===== config.mk =====
export PLATFORM = sky130hd
export DESIGN_NAME = cpu_ctrl_top
export DESIGN_NICKNAME = d
export VERILOG_FILES = /design/src/cpu_ctrl_pkg.sv /design/src/console_decoder.sv /design/src/cpu_ctrl_top.sv /design/src/instr_decoder.sv /design/src/mode_sequencer.sv
export VERILOG_INCLUDE_DIRS = /design/src /design/src/src
export SDC_FILE = /design/constraint.sdc
export NUM_CORES = 1
export LEC_CHECK = 0
export ABC_AREA = 1
export BUFFER_PORTS_ARGS = -buffer_cell sky130_fd_sc_hd__buf_4
export CAP_MARGIN = 20
export CORE_MARGIN = 8
export CORE_UTILIZATION = 30
export DETAILED_ROUTE_END_ITERATION = 8
export HOLD_SLACK_MARGIN = 0.15
export PLACE_DENSITY_LB_ADDON = 0.2
export SLEW_MARGIN = 20
export SYNTH_ARGS = -nofsm -noshare
export SYNTH_HDL_FRONTEND = slang
export SYNTH_HIERARCHICAL = 1
export SYNTH_SLANG_ARGS = --single-unit
export TNS_END_PERCENT = 5

===== constraint.sdc =====
create_clock -name t3 -period 1.07 [get_ports t3]
set_clock_uncertainty 0.1 [all_clocks]
set_input_delay 0.0535 -clock t3 [delete_from_list [all_inputs] [get_ports t3]]
set_output_delay 0.0535 -clock t3 [all_outputs]
set_load 0.01 [all_outputs]

===== src/cpu_ctrl_settings.svh =====
`ifndef CPU_CTRL_SETTINGS_SVH
`define CPU_CTRL_SETTINGS_SVH

// Field widths of the lab box interface
`define CTRL_SW_W   3
`define CTRL_IR_W   4
`define CTRL_BEATS  3
`define CTRL_S_W    4
`define CTRL_SEL_W  4

// ALU function codes for the 74181 style ALU
`define ALU_S_ADD     4'b1001
`define ALU_S_SUB     4'b0110
`define ALU_S_AND     4'b1011
`define ALU_S_OR      4'b1110
`define ALU_S_XOR     4'b0110   // Logic mode only
`define ALU_S_PASS_A  4'b1111
`define ALU_S_PASS_B  4'b1010
`define ALU_S_INC     4'b0000
`define ALU_S_DEFAULT 4'b0000

`endif


===== src/cpu_ctrl_pkg.sv =====
`include "cpu_ctrl_settings.svh"

package cpu_ctrl_pkg;

    // Console switch positions
    typedef enum logic [`CTRL_SW_W-1:0] {
        mode_exec      = 3'b000,
        mode_write_mem = 3'b001,
        mode_read_mem  = 3'b010,
        mode_read_reg  = 3'b011,
        mode_write_reg = 3'b100
    } sw_mode_t;

    // Upper nibble of the instruction register
    typedef enum logic [`CTRL_IR_W-1:0] {
        op_add = 4'd1,
        op_sub = 4'd2,
        op_and = 4'd3,
        op_inc = 4'd4,
        op_ld  = 4'd5,
        op_st  = 4'd6,
        op_jc  = 4'd7,
        op_jz  = 4'd8,
        op_jmp = 4'd9,
        op_out = 4'd10,
        op_or  = 4'd12,
        op_xor = 4'd13,
        op_stp = 4'd14
    } opcode_t;

    // One microinstruction in box connector order
    typedef struct packed {
        logic                   ldc;
        logic                   ldz;
        logic                   cin;
        logic [`CTRL_S_W-1:0]   s;
        logic [`CTRL_SEL_W-1:0] sel;
        logic                   m;
        logic                   abus;
        logic                   drw;
        logic                   pcinc;
        logic                   lpc;
        logic                   lar;
        logic                   pcadd;
        logic                   arinc;
        logic                   selctl;
        logic                   memw;
        logic                   stop;
        logic                   lir;
        logic                   sbus;
        logic                   mbus;
        logic                   short;
        logic                   long;
    } ctrl_word_t;

endpackage


===== src/console_decoder.sv =====
`timescale 1ns/1ps
`include "cpu_ctrl_settings.svh"

module console_decoder
    import cpu_ctrl_pkg::*;
(
    input  sw_mode_t             sw,
    input  logic [`CTRL_BEATS:1] w,
    input  logic                 st0,
    output ctrl_word_t           console_word,
    output logic                 st0_set,
    output logic                 st0_clear
);

    // Register select patterns as {Rd, Rs} per beat
    localparam logic [`CTRL_SEL_W-1:0] SEL_RD_W1    = 4'b0001;
    localparam logic [`CTRL_SEL_W-1:0] SEL_RD_W2    = 4'b1011;
    localparam logic [`CTRL_SEL_W-1:0] SEL_WR_LO_W1 = 4'b0011;
    localparam logic [`CTRL_SEL_W-1:0] SEL_WR_LO_W2 = 4'b0100;
    localparam logic [`CTRL_SEL_W-1:0] SEL_WR_HI_W1 = 4'b1001;
    localparam logic [`CTRL_SEL_W-1:0] SEL_WR_HI_W2 = 4'b1110;

    logic w12;

    assign w12 = w[1] | w[2];

    always_comb begin
        console_word = '0;
        st0_set      = 1'b0;
        st0_clear    = 1'b0;

        case (sw)
            mode_write_mem: begin
                console_word.sbus   = w[1];
                console_word.stop   = w[1];
                console_word.short  = w[1];
                console_word.selctl = w[1];
                console_word.lar    = w[1] & ~st0;   // First step loads address
                console_word.memw   = w[1] & st0;
                console_word.arinc  = w[1] & st0;
                st0_set             = w[1];
            end
            mode_read_mem: begin
                console_word.stop   = w[1];
                console_word.short  = w[1];
                console_word.selctl = w[1];
                console_word.sbus   = w[1] & ~st0;
                console_word.lar    = w[1] & ~st0;
                console_word.mbus   = w[1] & st0;    // Then stream out
                console_word.arinc  = w[1] & st0;
                st0_set             = w[1] & ~st0;
            end
            mode_read_reg: begin
                console_word.selctl = w12;
                console_word.stop   = w12;
                if (w[1]) begin
                    console_word.sel = SEL_RD_W1;
                end else if (w[2]) begin
                    console_word.sel = SEL_RD_W2;
                end
            end
            mode_write_reg: begin
                console_word.sbus   = w12;
                console_word.selctl = w12;
                console_word.drw    = w12;
                console_word.stop   = w12;
                if (w[1]) begin
                    console_word.sel = st0 ? SEL_WR_HI_W1 : SEL_WR_LO_W1;
                end else if (w[2]) begin
                    console_word.sel = st0 ? SEL_WR_HI_W2 : SEL_WR_LO_W2;
                end
                st0_set   = w[2] & ~st0;
                st0_clear = w[2] & st0;              // Back to R0/R1 pair
            end
            default: begin
                console_word = '0;                   // Exec mode
            end
        endcase
    end

    // Address register is either loaded or stepped, never both
    always_comb begin
        no_lar_arinc: assert final (!(console_word.lar && console_word.arinc))
            else $error("lar and arinc high together, sw=%0d st0=%b", sw, st0);
    end

endmodule


===== src/cpu_ctrl_top.sv =====
`timescale 1ns/1ps
`include "cpu_ctrl_settings.svh"

module cpu_ctrl_top
    import cpu_ctrl_pkg::*;
(
    input  logic                   t3,
    input  logic                   arst_n,
    input  logic [`CTRL_SW_W-1:0]  sw,
    input  logic [`CTRL_IR_W-1:0]  ir,
    input  logic [`CTRL_BEATS:1]   w,
    input  logic                   c,
    input  logic                   z,
    output logic                   ldc,
    output logic                   ldz,
    output logic                   cin,
    output logic [`CTRL_S_W-1:0]   s,
    output logic [`CTRL_SEL_W-1:0] sel,
    output logic                   m,
    output logic                   abus,
    output logic                   drw,
    output logic                   pcinc,
    output logic                   lpc,
    output logic                   lar,
    output logic                   pcadd,
    output logic                   arinc,
    output logic                   selctl,
    output logic                   memw,
    output logic                   stop,
    output logic                   lir,
    output logic                   sbus,
    output logic                   mbus,
    output logic                   short,
    output logic                   long
);

    ctrl_word_t exec_word;
    ctrl_word_t console_word;
    ctrl_word_t ctrl;
    logic       st0;
    logic       st0_set;
    logic       st0_clear;

    instr_decoder i_instr_decoder (
        .ir        (opcode_t'(ir)),
        .w         (w),
        .c         (c),
        .z         (z),
        .exec_word (exec_word)
    );

    console_decoder i_console_decoder (
        .sw           (sw_mode_t'(sw)),
        .w            (w),
        .st0          (st0),
        .console_word (console_word),
        .st0_set      (st0_set),
        .st0_clear    (st0_clear)
    );

    mode_sequencer i_mode_sequencer (
        .t3           (t3),
        .arst_n       (arst_n),
        .sw           (sw_mode_t'(sw)),
        .exec_word    (exec_word),
        .console_word (console_word),
        .st0_set      (st0_set),
        .st0_clear    (st0_clear),
        .st0          (st0),
        .ctrl         (ctrl)
    );

    // Same order as ctrl_word_t
    assign {ldc, ldz, cin, s, sel, m, abus, drw, pcinc, lpc, lar, pcadd, arinc,
            selctl, memw, stop, lir, sbus, mbus, short, long} = ctrl;

endmodule


===== src/instr_decoder.sv =====
`timescale 1ns/1ps
`include "cpu_ctrl_settings.svh"

module instr_decoder
    import cpu_ctrl_pkg::*;
(
    input  opcode_t             ir,
    input  logic [`CTRL_BEATS:1] w,
    input  logic                c,
    input  logic                z,
    output ctrl_word_t          exec_word
);

    always_comb begin
        exec_word       = '0;
        exec_word.s     = `ALU_S_DEFAULT;

        // Fetch beat is the same for every opcode
        exec_word.lir   = w[1];
        exec_word.pcinc = w[1];

        if (w[2]) begin
            case (ir)
                op_add: begin
                    exec_word.s    = `ALU_S_ADD;
                    exec_word.cin  = 1'b1;
                    exec_word.abus = 1'b1;
                    exec_word.drw  = 1'b1;
                    exec_word.ldz  = 1'b1;
                    exec_word.ldc  = 1'b1;
                end
                op_sub: begin
                    exec_word.s    = `ALU_S_SUB;
                    exec_word.abus = 1'b1;
                    exec_word.drw  = 1'b1;
                    exec_word.ldz  = 1'b1;
                    exec_word.ldc  = 1'b1;
                end
                op_inc: begin
                    exec_word.s    = `ALU_S_INC;
                    exec_word.abus = 1'b1;
                    exec_word.drw  = 1'b1;
                    exec_word.ldz  = 1'b1;
                    exec_word.ldc  = 1'b1;
                end
                op_and, op_or, op_xor: begin
                    // Logic ops leave carry alone
                    exec_word.m    = 1'b1;
                    exec_word.abus = 1'b1;
                    exec_word.drw  = 1'b1;
                    exec_word.ldz  = 1'b1;
                    case (ir)
                        op_and:  exec_word.s = `ALU_S_AND;
                        op_or:   exec_word.s = `ALU_S_OR;
                        default: exec_word.s = `ALU_S_XOR;
                    endcase
                end
                op_ld: begin
                    exec_word.m    = 1'b1;
                    exec_word.s    = `ALU_S_PASS_B;  // Address from Rs
                    exec_word.abus = 1'b1;
                    exec_word.lar  = 1'b1;
                    exec_word.long = 1'b1;
                end
                op_st: begin
                    exec_word.m    = 1'b1;
                    exec_word.s    = `ALU_S_PASS_A;
                    exec_word.abus = 1'b1;
                    exec_word.lar  = 1'b1;
                    exec_word.long = 1'b1;
                end
                op_jc:  exec_word.pcadd = c;
                op_jz:  exec_word.pcadd = z;
                op_jmp: begin
                    exec_word.m    = 1'b1;
                    exec_word.s    = `ALU_S_PASS_A;
                    exec_word.abus = 1'b1;
                    exec_word.lpc  = 1'b1;
                end
                op_out: begin
                    exec_word.m    = 1'b1;
                    exec_word.s    = `ALU_S_PASS_B;
                    exec_word.abus = 1'b1;
                end
                op_stp: exec_word.stop = 1'b1;
                default: begin
                    exec_word.s = `ALU_S_DEFAULT;
                end
            endcase
        end

        // Memory beat of LD and ST
        if (w[3]) begin
            case (ir)
                op_ld: begin
                    exec_word.drw  = 1'b1;
                    exec_word.mbus = 1'b1;
                end
                op_st: begin
                    exec_word.m    = 1'b1;
                    exec_word.s    = `ALU_S_PASS_B;  // Data from Rd
                    exec_word.abus = 1'b1;
                    exec_word.memw = 1'b1;
                end
                default: ;
            endcase
        end
    end

    // Register file and memory never share one beat
    always_comb begin
        no_memw_drw: assert final (!(exec_word.memw && exec_word.drw))
            else $error("memw and drw high together, ir=%0d w=%b", ir, w);
    end

endmodule


===== src/mode_sequencer.sv =====
`timescale 1ns/1ps

module mode_sequencer
    import cpu_ctrl_pkg::*;
(
    input  logic       t3,
    input  logic       arst_n,
    input  sw_mode_t   sw,
    input  ctrl_word_t exec_word,
    input  ctrl_word_t console_word,
    input  logic       st0_set,
    input  logic       st0_clear,
    output logic       st0,
    output ctrl_word_t ctrl
);

    // Phase flag for two-step console operations
    always_ff @(posedge t3 or negedge arst_n) begin
        if (!arst_n) begin
            st0 <= 1'b0;
        end else if (st0_set) begin
            st0 <= 1'b1;            // Set wins over clear
        end else if (st0_clear) begin
            st0 <= 1'b0;
        end
    end

    // Word source follows the console switches
    always_comb begin
        case (sw)
            mode_exec: begin
                ctrl = exec_word;
            end
            mode_write_mem,
            mode_read_mem,
            mode_read_reg,
            mode_write_reg: begin
                ctrl = console_word;
            end
            default: begin
                ctrl = '0;          // Codes 101 to 111 unused
            end
        endcase
    end

    // Console decoder must never request both edges of st0 at once
    st0_req_excl: assert property (
        @(posedge t3) disable iff (!arst_n)
        !(st0_set && st0_clear)
    ) else $error("st0_set and st0_clear high together");

    // Outside the console modes nothing may touch the memory address path
    exec_no_console_ar: assert property (
        @(posedge t3) disable iff (!arst_n)
        (sw == mode_exec) |-> !(ctrl.arinc || ctrl.selctl)
    ) else $error("console address control seen in exec mode");

endmodule


; ---- After elaboration in Yosys (flattened, before gate mapping)
; Index checks and enable logic that the tools add are counted.
[totals]
regBits = 1
in_bits = 14
output_inout_bits = 27
word_cells = 82
[op_classes]
eq_ne = 17
mux = 45
n_bitwise = 6
reduce_logical = 13
[op_table]
columns = op, count
row1 = $pmux 27 s2, 1
row2 = $mux 4, 8
row3 = $eq 4x4->1 const B, 6
row4 = $mux 1, 24
row5 = $pmux 4 s5, 1
row6 = $eq 4x3->1 const B, 4
row7 = $pmux 4 s2, 2
row8 = $reduce_or 10->1, 1
row9 = $reduce_or 2->1, 5
row10 = $mux 3, 3
row11 = $eq 4x2->1 const B, 2
row12 = $mux 7, 1
row13 = $reduce_or 7->1, 1
row14 = $eq 3x2->1 const B, 2
row15 = $pmux 1 s3, 2
row16 = $reduce_or 3->1, 2
row17 = $reduce_or 6->1, 1
row18 = $and 1x1->1, 4
row19 = $eq 4x1->1 const B, 1
row20 = $pmux 1 s2, 2
row21 = $reduce_or 4->1, 1
row22 = $eq 3x1->1 const B, 1
row23 = $eq 3x3->1 const B, 1
row24 = $logic_not 3->1, 1
row25 = 4 further kinds, 4

; ---- Logic depth before layout (Yosys ltp)
; Gate-level depths: netlist of run 1.
[depth]
ltp_word = 7
depth_mapped = 10
mapped_depth_nobuf = 10

; ---- Hierarchy
; Netlist of run 1, hierarchy kept.
[by_module_without_submodules]
columns = module, instances, cells_per_inst, area_each_um2, seq_area_each_um2
row1 = mode_sequencer, 1, 95, 467.9, 25.0
row2 = instr_decoder, 1, 78, 430.4, 0.0
row3 = console_decoder, 1, 64, 316.6, 0.0

; ---- Worst setup path before layout of run 1
; OpenSTA, ideal clock, no wires.
[synth_path]
path_kind = input-to-output
startpoint = input port w[2] in the netlist's numbering
endpoint = output port lar
arrival_ns = 0.871
t_required_ns = 0.917
setup_slack_ns = 0.045
stages = 6
path_buffers = 2
cell_sequence = buf_4 > inv_1 > nor4_1 > buf_4 > nand2_1 > nand2_1
[synth_rtl]
columns = element, line_no
row1 = from (decl), cpu_ctrl_top.sv:11  ; input logic [`CTRL_BEATS:1] w,
row2 = to (decl), cpu_ctrl_top.sv:24  ; output logic lar,

==> results of run 1 <==
## worst reg2reg max path: stages, from the launching register on
cell	delay, ps
sky130_fd_sc_hd__dfrtp_2	430
sky130_fd_sc_hd__buf_4	150
sky130_fd_sc_hd__nor2_1	90
sky130_fd_sc_hd__nand3_1	80
sky130_fd_sc_hd__nand3_2	70
sky130_fd_sc_hd__o21bai_1	100
## cell usage after synthesis (all sizes together)
library cell	instances	area [µm²]
dfrtp	1	25.0
nor4	2	12.5
nor2	21	109
a21oi	3	18.8
nand4	2	12.5
buf	33	250
nand3	44	243
conb	2	7.51
nor3	1	5.00
inv	24	95.1
a31oi	1	6.26
clkinv	2	8.75
o21ai	4	31.3
o21bai	1	7.51
nand2	96	383
## logic make-up (layout without fill, tap and decap cells)
logic type	Yosys count	in the layout	synth area share [%]
and+or+nand+nor	166	166	62.9
buffers and inverters	59	98	29.1
AOI/OAI and AO/OA	9	9	5.25
other	2	22	0.618
DFF	1	1	2.06
## what timing repair did
action                                 CTS  global route
hold buffers                             1             0
pin swaps                                6            13
setup endpoints to repair               23            27
setup buffers                            1             0
gates resized for setup                 17            28
endpoints found under the hold margin    1             0
## layout make-up
class	instances	area, µm²
inverter	26	110
multi-input combinational	197	1020
tap	50	62.6
sequential	1	26.3
fill	441	2130
timing repair buffer	72	594
## worst max-delay path by stage
stage	from	to	slack, ps	cells past startpoint
final	i_mode_sequencer/st0	sel[3]	-90	7
after global routing	i_mode_sequencer/st0	sel[3]	-160	7
after CTS	i_mode_sequencer/st0	sel[3]	-100	7
after detailed placement	ir[1]	drw	-120	10
after global placement	ir[1]	lar	-120	8
after floorplan	w[2]	lar	50	6
## cells in the final DEF, fill, tap and decap left out, drive strengths merged
| master | instances |
|---|---|
| clkinv | 2 |
| nand2 | 96 |
| dlygate4sd3 | 1 |
| o21ai | 4 |
| nor3 | 1 |
| nand3 | 44 |
| inv | 24 |
| conb | 22 |
| dfrtp | 1 |
| a21oi | 3 |
| nor4 | 2 |
| nand4 | 2 |
| a31oi | 1 |
| nor2 | 21 |
| o21bai | 1 |
| buf | 71 |
## metrics by stage
stage	hold WS, ps	instances	worst slack [ps]
after floorplan	-342	257	45.2
after global placement	-272	344	-121
after detailed placement	-270	344	-121
after CTS	276	346	-98.7
after global routing	296	346	-157
final	277	346	-87.6
## where the power goes
part           switching [mW]  total, mW  internal (mW)
sequential             0.0257     0.0792         0.0535
clock                       0          0              0
combinational           0.394      0.741          0.348
total                   0.419      0.820          0.401
## metal layers
metal / wire, µm / share of wire [%] / vias to the layer above / track usage [%]
li1: - / - / 816 / -
met1: 1820 / 50 / 644 / 14.1
met2: 1720 / 47 / 23 / 19.7
met3: 118 / 3.2 / 0 / 1.35
met4: 0 / 0 / 0 / 0.741
met5: 0 / 0 / - / 0
==> impl_metrics.prom, run 1 <==
# TYPE chip_impl_metric gauge
chip_impl_metric{name="global_route_wire_length_before_repair",unit="mm"} 6.18
chip_impl_metric{name="synthesis.area_per_instance",unit="µm²"} 5.13
chip_impl_info{name="critical_path_s_slowest_cell",value="sky130_fd_sc_hd__dfrtp_2"} 1
chip_impl_metric{name="fp.dieW",unit="µm"} 79.6
chip_impl_metric{name="placeableCoreArea",unit="mm²"} 0.00394
chip_impl_info{name="largest_register",value="i_mode_sequencer/st0"} 1
chip_impl_metric{name="floorplan.initialDensity",unit="%"} 30.8
chip_impl_metric{name="design.portCount",unit=""} 41
chip_impl_info{name="critPathTopFamily",value="flip-flops"} 1
chip_impl_metric{name="cp_slowest_stage_delay",unit="ps"} 410
chip_impl_metric{name="fmax",unit="MHz"} 864
chip_impl_info{name="violated_checks",value="setup timing"} 1
chip_impl_metric{name="final_weighted_congestion_in_routability_driven_placement",unit=""} 0.922
chip_impl_metric{name="drt_first_iter_violations",unit=""} 56
chip_impl_info{name="rsz0062_at_grt",value="true"} 1
chip_impl_info{name="status",value="finished, violations left"} 1
chip_impl_metric{name="detail_route.wirelength",unit="mm"} 3.66
chip_impl_metric{name="via_count",unit=""} 1483
chip_impl_metric{name="r2r_slack",unit="ps"} -30
chip_impl_metric{name="final_cycle_share",unit="%"} 108
chip_impl_metric{name="drt-wirelength-per-cell",unit="µm"} 10.6
chip_impl_metric{name="worst-r2r-cell-count",unit=""} 5
chip_impl_metric{name="netlist_area",unit="mm²"} 0.00121
chip_impl_metric{name="std_cell_rows",unit=""} 23
chip_impl_metric{name="number_of_buffers_and_inverters_on_the_critical_path",unit=""} 1
chip_impl_metric{name="first_pass_iters",unit=""} 4
chip_impl_metric{name="synth_seq_area_share",unit="%"} 2.06
chip_impl_metric{name="drive_gt1_share",unit="%"} 42.2
chip_impl_metric{name="drc_errors",unit=""} 0
chip_impl_metric{name="pwr_density_cell",unit="mW/mm²"} 453
chip_impl_metric{name="floorplan.die_area",unit="mm²"} 0.00634
chip_impl_metric{name="cp.required",unit="ps"} 920
chip_impl_info{name="largestRegisters",value="i_mode_sequencer/st0: 1 flops"} 1
chip_impl_metric{name="nets",unit=""} 312
chip_impl_metric{name="synth.ff_latch_count",unit=""} 1
chip_impl_metric{name="numPortBuffers",unit=""} 40
chip_impl_metric{name="grt_use_total",unit="%"} 11.0
chip_impl_metric{name="synthesis.instances",unit=""} 237
chip_impl_metric{name="hold_viol",unit=""} 0
chip_impl_metric{name="number_of_flip_flops_in_the_largest_register",unit=""} 1
chip_impl_metric{name="areaGrowthSynthToFinish",unit="%"} 49.1
chip_impl_info{name="crit_path_end_kind",value="output port"} 1
chip_impl_metric{name="die_height",unit="µm"} 79.6
chip_impl_metric{name="clk-insertion-delay-late",unit="ps"} 0
chip_impl_metric{name="synth_cell_types",unit=""} 28
chip_impl_metric{name="layout.core_utilization",unit="%"} 46.0
chip_impl_metric{name="cts.clk_slew.worst_paths",unit="ps"} 0
chip_impl_info{name="worstSetupStartpointType",value="register"} 1
chip_impl_metric{name="static-leakage-power",unit="nW"} 1.11
chip_impl_metric{name="timing.critical_path.arrival",unit="ps"} 1000
chip_impl_metric{name="number_of_synthesis_warnings",unit=""} 6
chip_impl_info{name="critical_path_class",value="register to output port"} 1
chip_impl_metric{name="critical_path.max_fanout",unit=""} 5
chip_impl_metric{name="grt_antenna_before_repair",unit=""} 0
chip_impl_metric{name="grt_overflow_total",unit=""} 0
chip_impl_metric{name="final_number_of_max_transition_violations",unit=""} 0
chip_impl_metric{name="timing.final.setup_violations",unit=""} 16
chip_impl_info{name="hold_path.class",value="input port to async pin"} 1
chip_impl_metric{name="stdcell_area",unit="mm²"} 0.00181
chip_impl_info{name="timing.rr.end",value="i_mode_sequencer/st0"} 1
chip_impl_metric{name="fin_tns_setup",unit="ps"} -549
chip_impl_metric{name="cap_violations",unit=""} 0
chip_impl_metric{name="grt_start_max_net_pins",unit=""} 22
chip_impl_metric{name="vdd_drop_max",unit="mV"} 0.188
chip_impl_metric{name="post-route-min-period",unit="ps"} 1160
chip_impl_metric{name="fin_total_pwr",unit="µW"} 820
chip_impl_metric{name="layout_setup_ws",unit="ps"} -87.6
chip_impl_metric{name="detail-route-antenna-nets",unit=""} 0
chip_impl_info{name="worstPathCellList",value="nand2_2 > nand2_2 > nand2_1 > o21ai_2 > nand3_1 > nand2_1 > buf_6"} 1
chip_impl_info{name="worst_r2r_startpoint",value="i_mode_sequencer/st0"} 1
chip_impl_metric{name="detailed_place_hpwl",unit="mm"} 2.89
chip_impl_metric{name="post_dp_cell_area",unit="mm²"} 0.00164
chip_impl_metric{name="detail_route.vias_per_cell",unit=""} 4.29
chip_impl_metric{name="num_antenna_cells",unit=""} 0
chip_impl_metric{name="first_global_vias",unit=""} 1495
(Power assumes the default switching activity.)
==> inputs of run 2 (changes only) <==
- CORE_ASPECT_RATIO: not set -> 0.7
- clock period: 1.07 -> 1.1 ns (I/O delays scaled with it)
==> run 2 against run 1 <==
Against the previous run:
- cell area shrank 3.2%
- largest power group unchanged
- setup slack gained 34 ps
- combinational power shrank 6.9%
- the flow still finishes with violations (setup timing)
- power shrank 6.8%
- first-iteration DRC count grew 13%
- register-to-register slack is essentially flat
- routed wire length shrank 2.8%
- worst hold slack is essentially flat
- cell count shrank 3.2%
==> impl_metrics.prom, run 2 (synthesized netlist as in run 1, its figures left out) <==
# TYPE chip_impl_metric gauge
chip_impl_metric{name="design.portCount",unit=""} 41
chip_impl_metric{name="drt_first_iter_violations",unit=""} 63
chip_impl_metric{name="via_count",unit=""} 1424
chip_impl_metric{name="cts.clk_slew.worst_paths",unit="ps"} 0
chip_impl_metric{name="number_of_buffers_and_inverters_on_the_critical_path",unit=""} 1
chip_impl_metric{name="grt_start_max_net_pins",unit=""} 28
chip_impl_info{name="crit_path_end_kind",value="output port"} 1
chip_impl_metric{name="final_cycle_share",unit="%"} 105
chip_impl_info{name="commonest_non_fill_non_tap_cells_in_the_layout",value="77 x sky130_fd_sc_hd__nand2_1, 49 x sky130_fd_sc_hd__buf_4, 39 x sky130_fd_sc_hd__nand3_1"} 1
chip_impl_metric{name="number_of_flip_flops_in_the_largest_register",unit=""} 1
chip_impl_metric{name="r2r_slack",unit="ps"} -20
chip_impl_info{name="rsz0062_at_grt",value="true"} 1
chip_impl_metric{name="post_dp_cell_area",unit="mm²"} 0.00157
chip_impl_metric{name="pwr_density_cell",unit="mW/mm²"} 436
chip_impl_metric{name="detailed_place_hpwl",unit="mm"} 2.84
chip_impl_metric{name="die_height",unit="µm"} 69.2
chip_impl_metric{name="floorplan.die_area",unit="mm²"} 0.00637
chip_impl_metric{name="drt-wirelength-per-cell",unit="µm"} 10.6
chip_impl_metric{name="instances_no_fill",unit=""} 335
chip_impl_info{name="largest_register",value="i_mode_sequencer/st0"} 1
chip_impl_metric{name="cap_violations",unit=""} 0
chip_impl_metric{name="number_of_cells_in_the_design_after_placement",unit=""} 334
chip_impl_metric{name="numPortBuffers",unit=""} 40
chip_impl_info{name="violated_checks",value="setup timing"} 1
chip_impl_metric{name="layout.core_utilization",unit="%"} 45.0
chip_impl_metric{name="clk-insertion-delay-late",unit="ps"} 0
chip_impl_info{name="status",value="finished, violations left"} 1
chip_impl_metric{name="detail_route.vias_per_cell",unit=""} 4.25
chip_impl_metric{name="num_antenna_cells",unit=""} 0
chip_impl_metric{name="areaGrowthSynthToFinish",unit="%"} 44.4
chip_impl_metric{name="fp.dieW",unit="µm"} 92.1
chip_impl_metric{name="final_number_of_max_transition_violations",unit=""} 0
chip_impl_metric{name="timing.final.setup_violations",unit=""} 10
chip_impl_info{name="worstPathCellList",value="nand2_2 > nand2_2 > nand2_1 > o21ai_2 > nand3_1 > nand2_1 > buf_4"} 1
chip_impl_info{name="worst_setup_path_startpoint",value="i_mode_sequencer/st0"} 1
chip_impl_info{name="critPathTopFamily",value="flip-flops"} 1
chip_impl_metric{name="cp_slowest_stage_delay",unit="ps"} 400
chip_impl_metric{name="detail-route-antenna-nets",unit=""} 0
chip_impl_metric{name="final_weighted_congestion_in_routability_driven_placement",unit=""} 0.883
chip_impl_metric{name="hold_viol",unit=""} 0
chip_impl_metric{name="grt_overflow_total",unit=""} 0
chip_impl_metric{name="post-route-min-period",unit="ps"} 1150
chip_impl_info{name="critical_path_class",value="register to output port"} 1
chip_impl_metric{name="global_route_wire_length_before_repair",unit="mm"} 5.95
chip_impl_info{name="largestRegisters",value="i_mode_sequencer/st0: 1 flops"} 1
chip_impl_metric{name="floorplan.initialDensity",unit="%"} 31.2
chip_impl_metric{name="stdcell_area",unit="mm²"} 0.00175
chip_impl_metric{name="fin_worst_hold_slack",unit="ps"} 277
chip_impl_metric{name="vdd_drop_max",unit="mV"} 0.264
chip_impl_metric{name="drc_errors",unit=""} 0
chip_impl_info{name="worst_r2r_startpoint",value="i_mode_sequencer/st0"} 1
chip_impl_metric{name="grt_use_total",unit="%"} 10.4
chip_impl_metric{name="detail_route.wirelength",unit="mm"} 3.55
chip_impl_metric{name="critical_path.max_fanout",unit=""} 6
chip_impl_metric{name="layout_setup_ws",unit="ps"} -53.4
chip_impl_metric{name="placeableCoreArea",unit="mm²"} 0.00390
chip_impl_metric{name="fin_tns_setup",unit="ps"} -305
chip_impl_metric{name="cp.required",unit="ps"} 940
chip_impl_info{name="critical_path_s_slowest_cell",value="sky130_fd_sc_hd__dfrtp_2"} 1
chip_impl_info{name="hold_path.class",value="input port to async pin"} 1
chip_impl_metric{name="nets",unit=""} 299
chip_impl_metric{name="std_cell_rows",unit=""} 19
chip_impl_metric{name="fin_total_pwr",unit="µW"} 765
chip_impl_metric{name="fmax",unit="MHz"} 867
chip_impl_metric{name="first_pass_iters",unit=""} 5
chip_impl_metric{name="grt_antenna_before_repair",unit=""} 0
chip_impl_info{name="mostFrequentLayoutCell",value="sky130_fd_sc_hd__nand2_1"} 1
chip_impl_metric{name="timing.critical_path.arrival",unit="ps"} 1000
chip_impl_metric{name="fillers",unit=""} 449
chip_impl_metric{name="static-leakage-power",unit="nW"} 1.07
chip_impl_metric{name="first_global_vias",unit=""} 1328
chip_impl_metric{name="drive_gt1_share",unit="%"} 38.9
chip_impl_info{name="worstSetupStartpointType",value="register"} 1
chip_impl_metric{name="post-place-ws",unit="ps"} -157
[run 2: layout make-up]
cell class	instances	area, µm²	share of cell area [%]
Tap cell	52	65.1	3.71
Inverter	26	123	6.99
Timing Repair Buffer	59	513	29.2
Multi-Input combinational cell	197	1030	58.6
Sequential cell	1	26.3	1.50
[run 2: power by group]
| group | leakage, nW | internal, mW | total, mW | switching [mW] |
|---|---|---|---|---|
| clock network | 0 | 0 | 0 | 0 |
| registers | 0.00981 | 0.0520 | 0.0749 | 0.0229 |
| logic | 1.06 | 0.308 | 0.690 | 0.381 |
| total | 1.07 | 0.360 | 0.765 | 0.404 |
[run 2: final timing paths]
| path | end | cells past startpoint |
|---|---|---|
| worst max-delay path | sel[3] | 7 |
| worst min-delay path | i_mode_sequencer/st0 | 2 |
| worst max register to register | i_mode_sequencer/st0 | 5 |
| worst min register to register | i_mode_sequencer/st0 | 2 |
| max in group asynchronous | i_mode_sequencer/st0 | 2 |
| min in group t3 | pcinc | 4 |
[run 2: metal layers]
| metal | vias to the layer above | routed length [µm] | GRT usage [%] |
|---|---|---|---|
| li1 | 792 | - | - |
| met1 | 604 | 1780 | 14.9 |
| met2 | 28 | 1600 | 16.9 |
| met3 | 0 | 178 | 1.08 |
| met4 | 0 | 0 | 0.356 |
| met5 | - | 0 | 0 |
[run 2: what timing repair did]
item	in CTS	in global routing
gates resized for setup	8	43
setup buffers	0	0
pin swaps	2	18
hold endpoints to repair	1	0
hold buffers	1	0
endpoints found under the setup margin	19	28
==> inputs of run 3 (changes only) <==
- clock period: 1.1 -> 0.97 ns (I/O delays scaled with it)
==> run 3 against run 2 <==
Against the previous run:
- the flow still finishes with violations (setup timing)
- cell area rose by 3.4%
- sequential share of layout area barely moved
- critical path depth rose by 3
- first-iteration DRC count fell by 7.9%
- worst hold slack improved by 19 ps
- global-route usage rose by 0.72 points
- power rose by 20%
- setup slack got worse by 150 ps
- combinational power rose by 19%
- register-to-register slack got worse by 130 ps
- cell count rose by 2.7%
- critical endpoint is now m
- highest routed layer is now met4
==> impl_metrics.prom, run 3 (synthesized netlist as in run 1, its figures left out) <==
# TYPE chip_impl_metric gauge
chip_impl_metric{name="power.switching",unit="µW"} 476
chip_impl_metric{name="cts.clk_slew.worst_paths",unit="ps"} 0
chip_impl_info{name="mostFrequentLayoutCell",value="sky130_fd_sc_hd__nand2_1"} 1
chip_impl_info{name="rsz0062_at_grt",value="true"} 1
chip_impl_metric{name="drive_gt1_share",unit="%"} 39.7
chip_impl_info{name="crit_path_end_kind",value="output port"} 1
chip_impl_metric{name="detail_route.vias_per_cell",unit=""} 4.33
chip_impl_metric{name="fin_total_pwr",unit="µW"} 915
chip_impl_info{name="grt.busiest_layer",value="met1"} 1
chip_impl_metric{name="met3_usage",unit="%"} 2.05
chip_impl_info{name="largestRegisters",value="i_mode_sequencer/st0: 1 flops"} 1
chip_impl_metric{name="pwr_density_cell",unit="mW/mm²"} 505
chip_impl_metric{name="grt_use_total",unit="%"} 11.1
chip_impl_metric{name="floorplan.die_area",unit="mm²"} 0.00637
chip_impl_metric{name="critical_path.max_fanout",unit=""} 5
chip_impl_metric{name="floorplan.initialDensity",unit="%"} 31.2
chip_impl_metric{name="detail_route.wirelength",unit="mm"} 3.73
chip_impl_metric{name="std_cell_rows",unit=""} 19
chip_impl_metric{name="number_of_flip_flops_in_the_largest_register",unit=""} 1
chip_impl_info{name="largest_register",value="i_mode_sequencer/st0"} 1
chip_impl_metric{name="multiInputGateArea",unit="mm²"} 0.00104
chip_impl_metric{name="timing.critical_path.arrival",unit="ps"} 1030
chip_impl_metric{name="switching_share",unit="%"} 51.9
chip_impl_metric{name="p_int",unit="µW"} 440
chip_impl_metric{name="fillers",unit=""} 427
chip_impl_info{name="commonest_non_fill_non_tap_cells_in_the_layout",value="78 x sky130_fd_sc_hd__nand2_1, 57 x sky130_fd_sc_hd__buf_4, 37 x sky130_fd_sc_hd__nand3_1"} 1
chip_impl_metric{name="hold_viol",unit=""} 0
chip_impl_metric{name="detailed_place_hpwl",unit="mm"} 3.06
chip_impl_metric{name="layout.area.seq",unit="µm²"} 26.3
chip_impl_metric{name="global_route_wire_length_before_repair",unit="mm"} 6.29
chip_impl_metric{name="static-leakage-power",unit="nW"} 1.10
chip_impl_metric{name="drt-wirelength-per-cell",unit="µm"} 10.8
chip_impl_metric{name="placeableCoreArea",unit="mm²"} 0.00390
chip_impl_metric{name="power.share.clock",unit="%"} 0
chip_impl_metric{name="die_height",unit="µm"} 69.2
chip_impl_metric{name="final_cycle_share",unit="%"} 121
chip_impl_metric{name="design.portCount",unit=""} 41
chip_impl_metric{name="clk-insertion-delay-late",unit="ps"} 0
chip_impl_metric{name="grtUsageMet2",unit="%"} 16.5
chip_impl_metric{name="final_number_of_max_transition_violations",unit=""} 0
chip_impl_metric{name="first_pass_iters",unit=""} 5
chip_impl_metric{name="fp.dieW",unit="µm"} 92.1
chip_impl_info{name="status",value="finished, violations left"} 1
chip_impl_metric{name="timing.final.setup_violations",unit=""} 25
chip_impl_metric{name="fmax",unit="MHz"} 851
chip_impl_metric{name="vdd_drop_max",unit="mV"} 0.315
chip_impl_metric{name="fin_tns_setup",unit="ps"} -2980
chip_impl_info{name="critical_path_class",value="input port to output port"} 1
chip_impl_metric{name="num_antenna_cells",unit=""} 0
chip_impl_metric{name="areaGrowthSynthToFinish",unit="%"} 49.3
chip_impl_metric{name="grt_antenna_before_repair",unit=""} 0
chip_impl_metric{name="cap_violations",unit=""} 0
chip_impl_metric{name="post-route-min-period",unit="ps"} 1180
chip_impl_metric{name="drc_errors",unit=""} 0
chip_impl_metric{name="via_count",unit=""} 1488
chip_impl_metric{name="grtUsageMet1",unit="%"} 16.5
chip_impl_metric{name="first_global_vias",unit=""} 1382
chip_impl_metric{name="layout_setup_ws",unit="ps"} -206
chip_impl_metric{name="grt_start_max_net_pins",unit=""} 24
chip_impl_metric{name="drt_first_iter_violations",unit=""} 58
chip_impl_metric{name="nets",unit=""} 308
chip_impl_metric{name="cp.required",unit="ps"} 820
chip_impl_metric{name="detail-route-antenna-nets",unit=""} 0
chip_impl_info{name="worstSetupStartpointType",value="input port"} 1
chip_impl_metric{name="final_weighted_congestion_in_routability_driven_placement",unit=""} 0.924
chip_impl_metric{name="p_comb_share",unit="%"} 89.8
chip_impl_info{name="violated_checks",value="setup timing"} 1
chip_impl_metric{name="grt_overflow_total",unit=""} 0
chip_impl_info{name="hold_path.class",value="input port to async pin"} 1
chip_impl_metric{name="numPortBuffers",unit=""} 40
chip_impl_metric{name="sequentialPowerShare",unit="%"} 10.2
## run 3: worst paths after layout
kind                            slack, ps  cells after the start                  from                   end
worst min-delay path                  300                      2                arst_n  i_mode_sequencer/st0
max in group asynchronous             380                      2                arst_n  i_mode_sequencer/st0
min in group t3                       360                      4                 sw[2]  i_mode_sequencer/st0
worst max register to register       -150                      5  i_mode_sequencer/st0  i_mode_sequencer/st0
worst min register to register        640                      3  i_mode_sequencer/st0  i_mode_sequencer/st0
worst max-delay path                 -210                     10                 ir[3]                     m
## run 3: power groups by stage
stage / logic, mW / clock network, mW / registers, mW
final: 0.822 / 0 / 0.0932
after global routing: 0.915 / 0 / 0.0957
after CTS: 0.784 / 0 / 0.0865
after detailed placement: 0.739 / 0 / 0.0793
after global placement: 0.737 / 0 / 0.0782
after floorplan: 0.459 / 0 / 0.0717
## run 3: worst max-delay path: stages
cell                      delay (ps)
sky130_fd_sc_hd__buf_4           130
sky130_fd_sc_hd__nor2_4          180
sky130_fd_sc_hd__buf_6           130
sky130_fd_sc_hd__a21oi_4          60
sky130_fd_sc_hd__nand2_1         100
sky130_fd_sc_hd__nand2_2          70
sky130_fd_sc_hd__nand2_1          60
sky130_fd_sc_hd__nand2_1          50
sky130_fd_sc_hd__nand2_1          70
sky130_fd_sc_hd__buf_4           120
## run 3: layout make-up
| cell class | count | share of cell area [%] |
|---|---|---|
| Inverter | 26 | 6.48 |
| Multi-Input combinational cell | 197 | 57.2 |
| Sequential cell | 1 | 1.45 |
| Tap cell | 52 | 3.59 |
| Timing Repair Buffer | 68 | 31.3 |
## run 3: what timing repair did
action | CTS | global route
endpoints found under the setup margin | 28 | 28
gates resized for setup | 19 | 22
pin swaps | 10 | 5
hold endpoints to repair | 1 | 0
setup buffers | 1 | 0
hold buffers | 1 | 0
## run 3: per-layer routing
layer  wire [µm]  part of all wire, %
met5           0                    0
met4          19                 0.51
met3         228                  6.1
met2        1540                   41
met1        1930                   52
## run 3: through the flow
stage | utilization, % | instances | area, µm² | setup WS, ps | hold WS [ps]
final | 46.5 | 344 | 1810 | -206 | 296
after global routing | 46.5 | 344 | 1810 | -263 | 310
after CTS | 44.3 | 344 | 1730 | -177 | 268
after detailed placement | 42.0 | 342 | 1640 | -242 | -275
after global placement | 42.0 | 342 | 1640 | -219 | -276
after floorplan | - | 257 | 1300 | -37.8 | -347
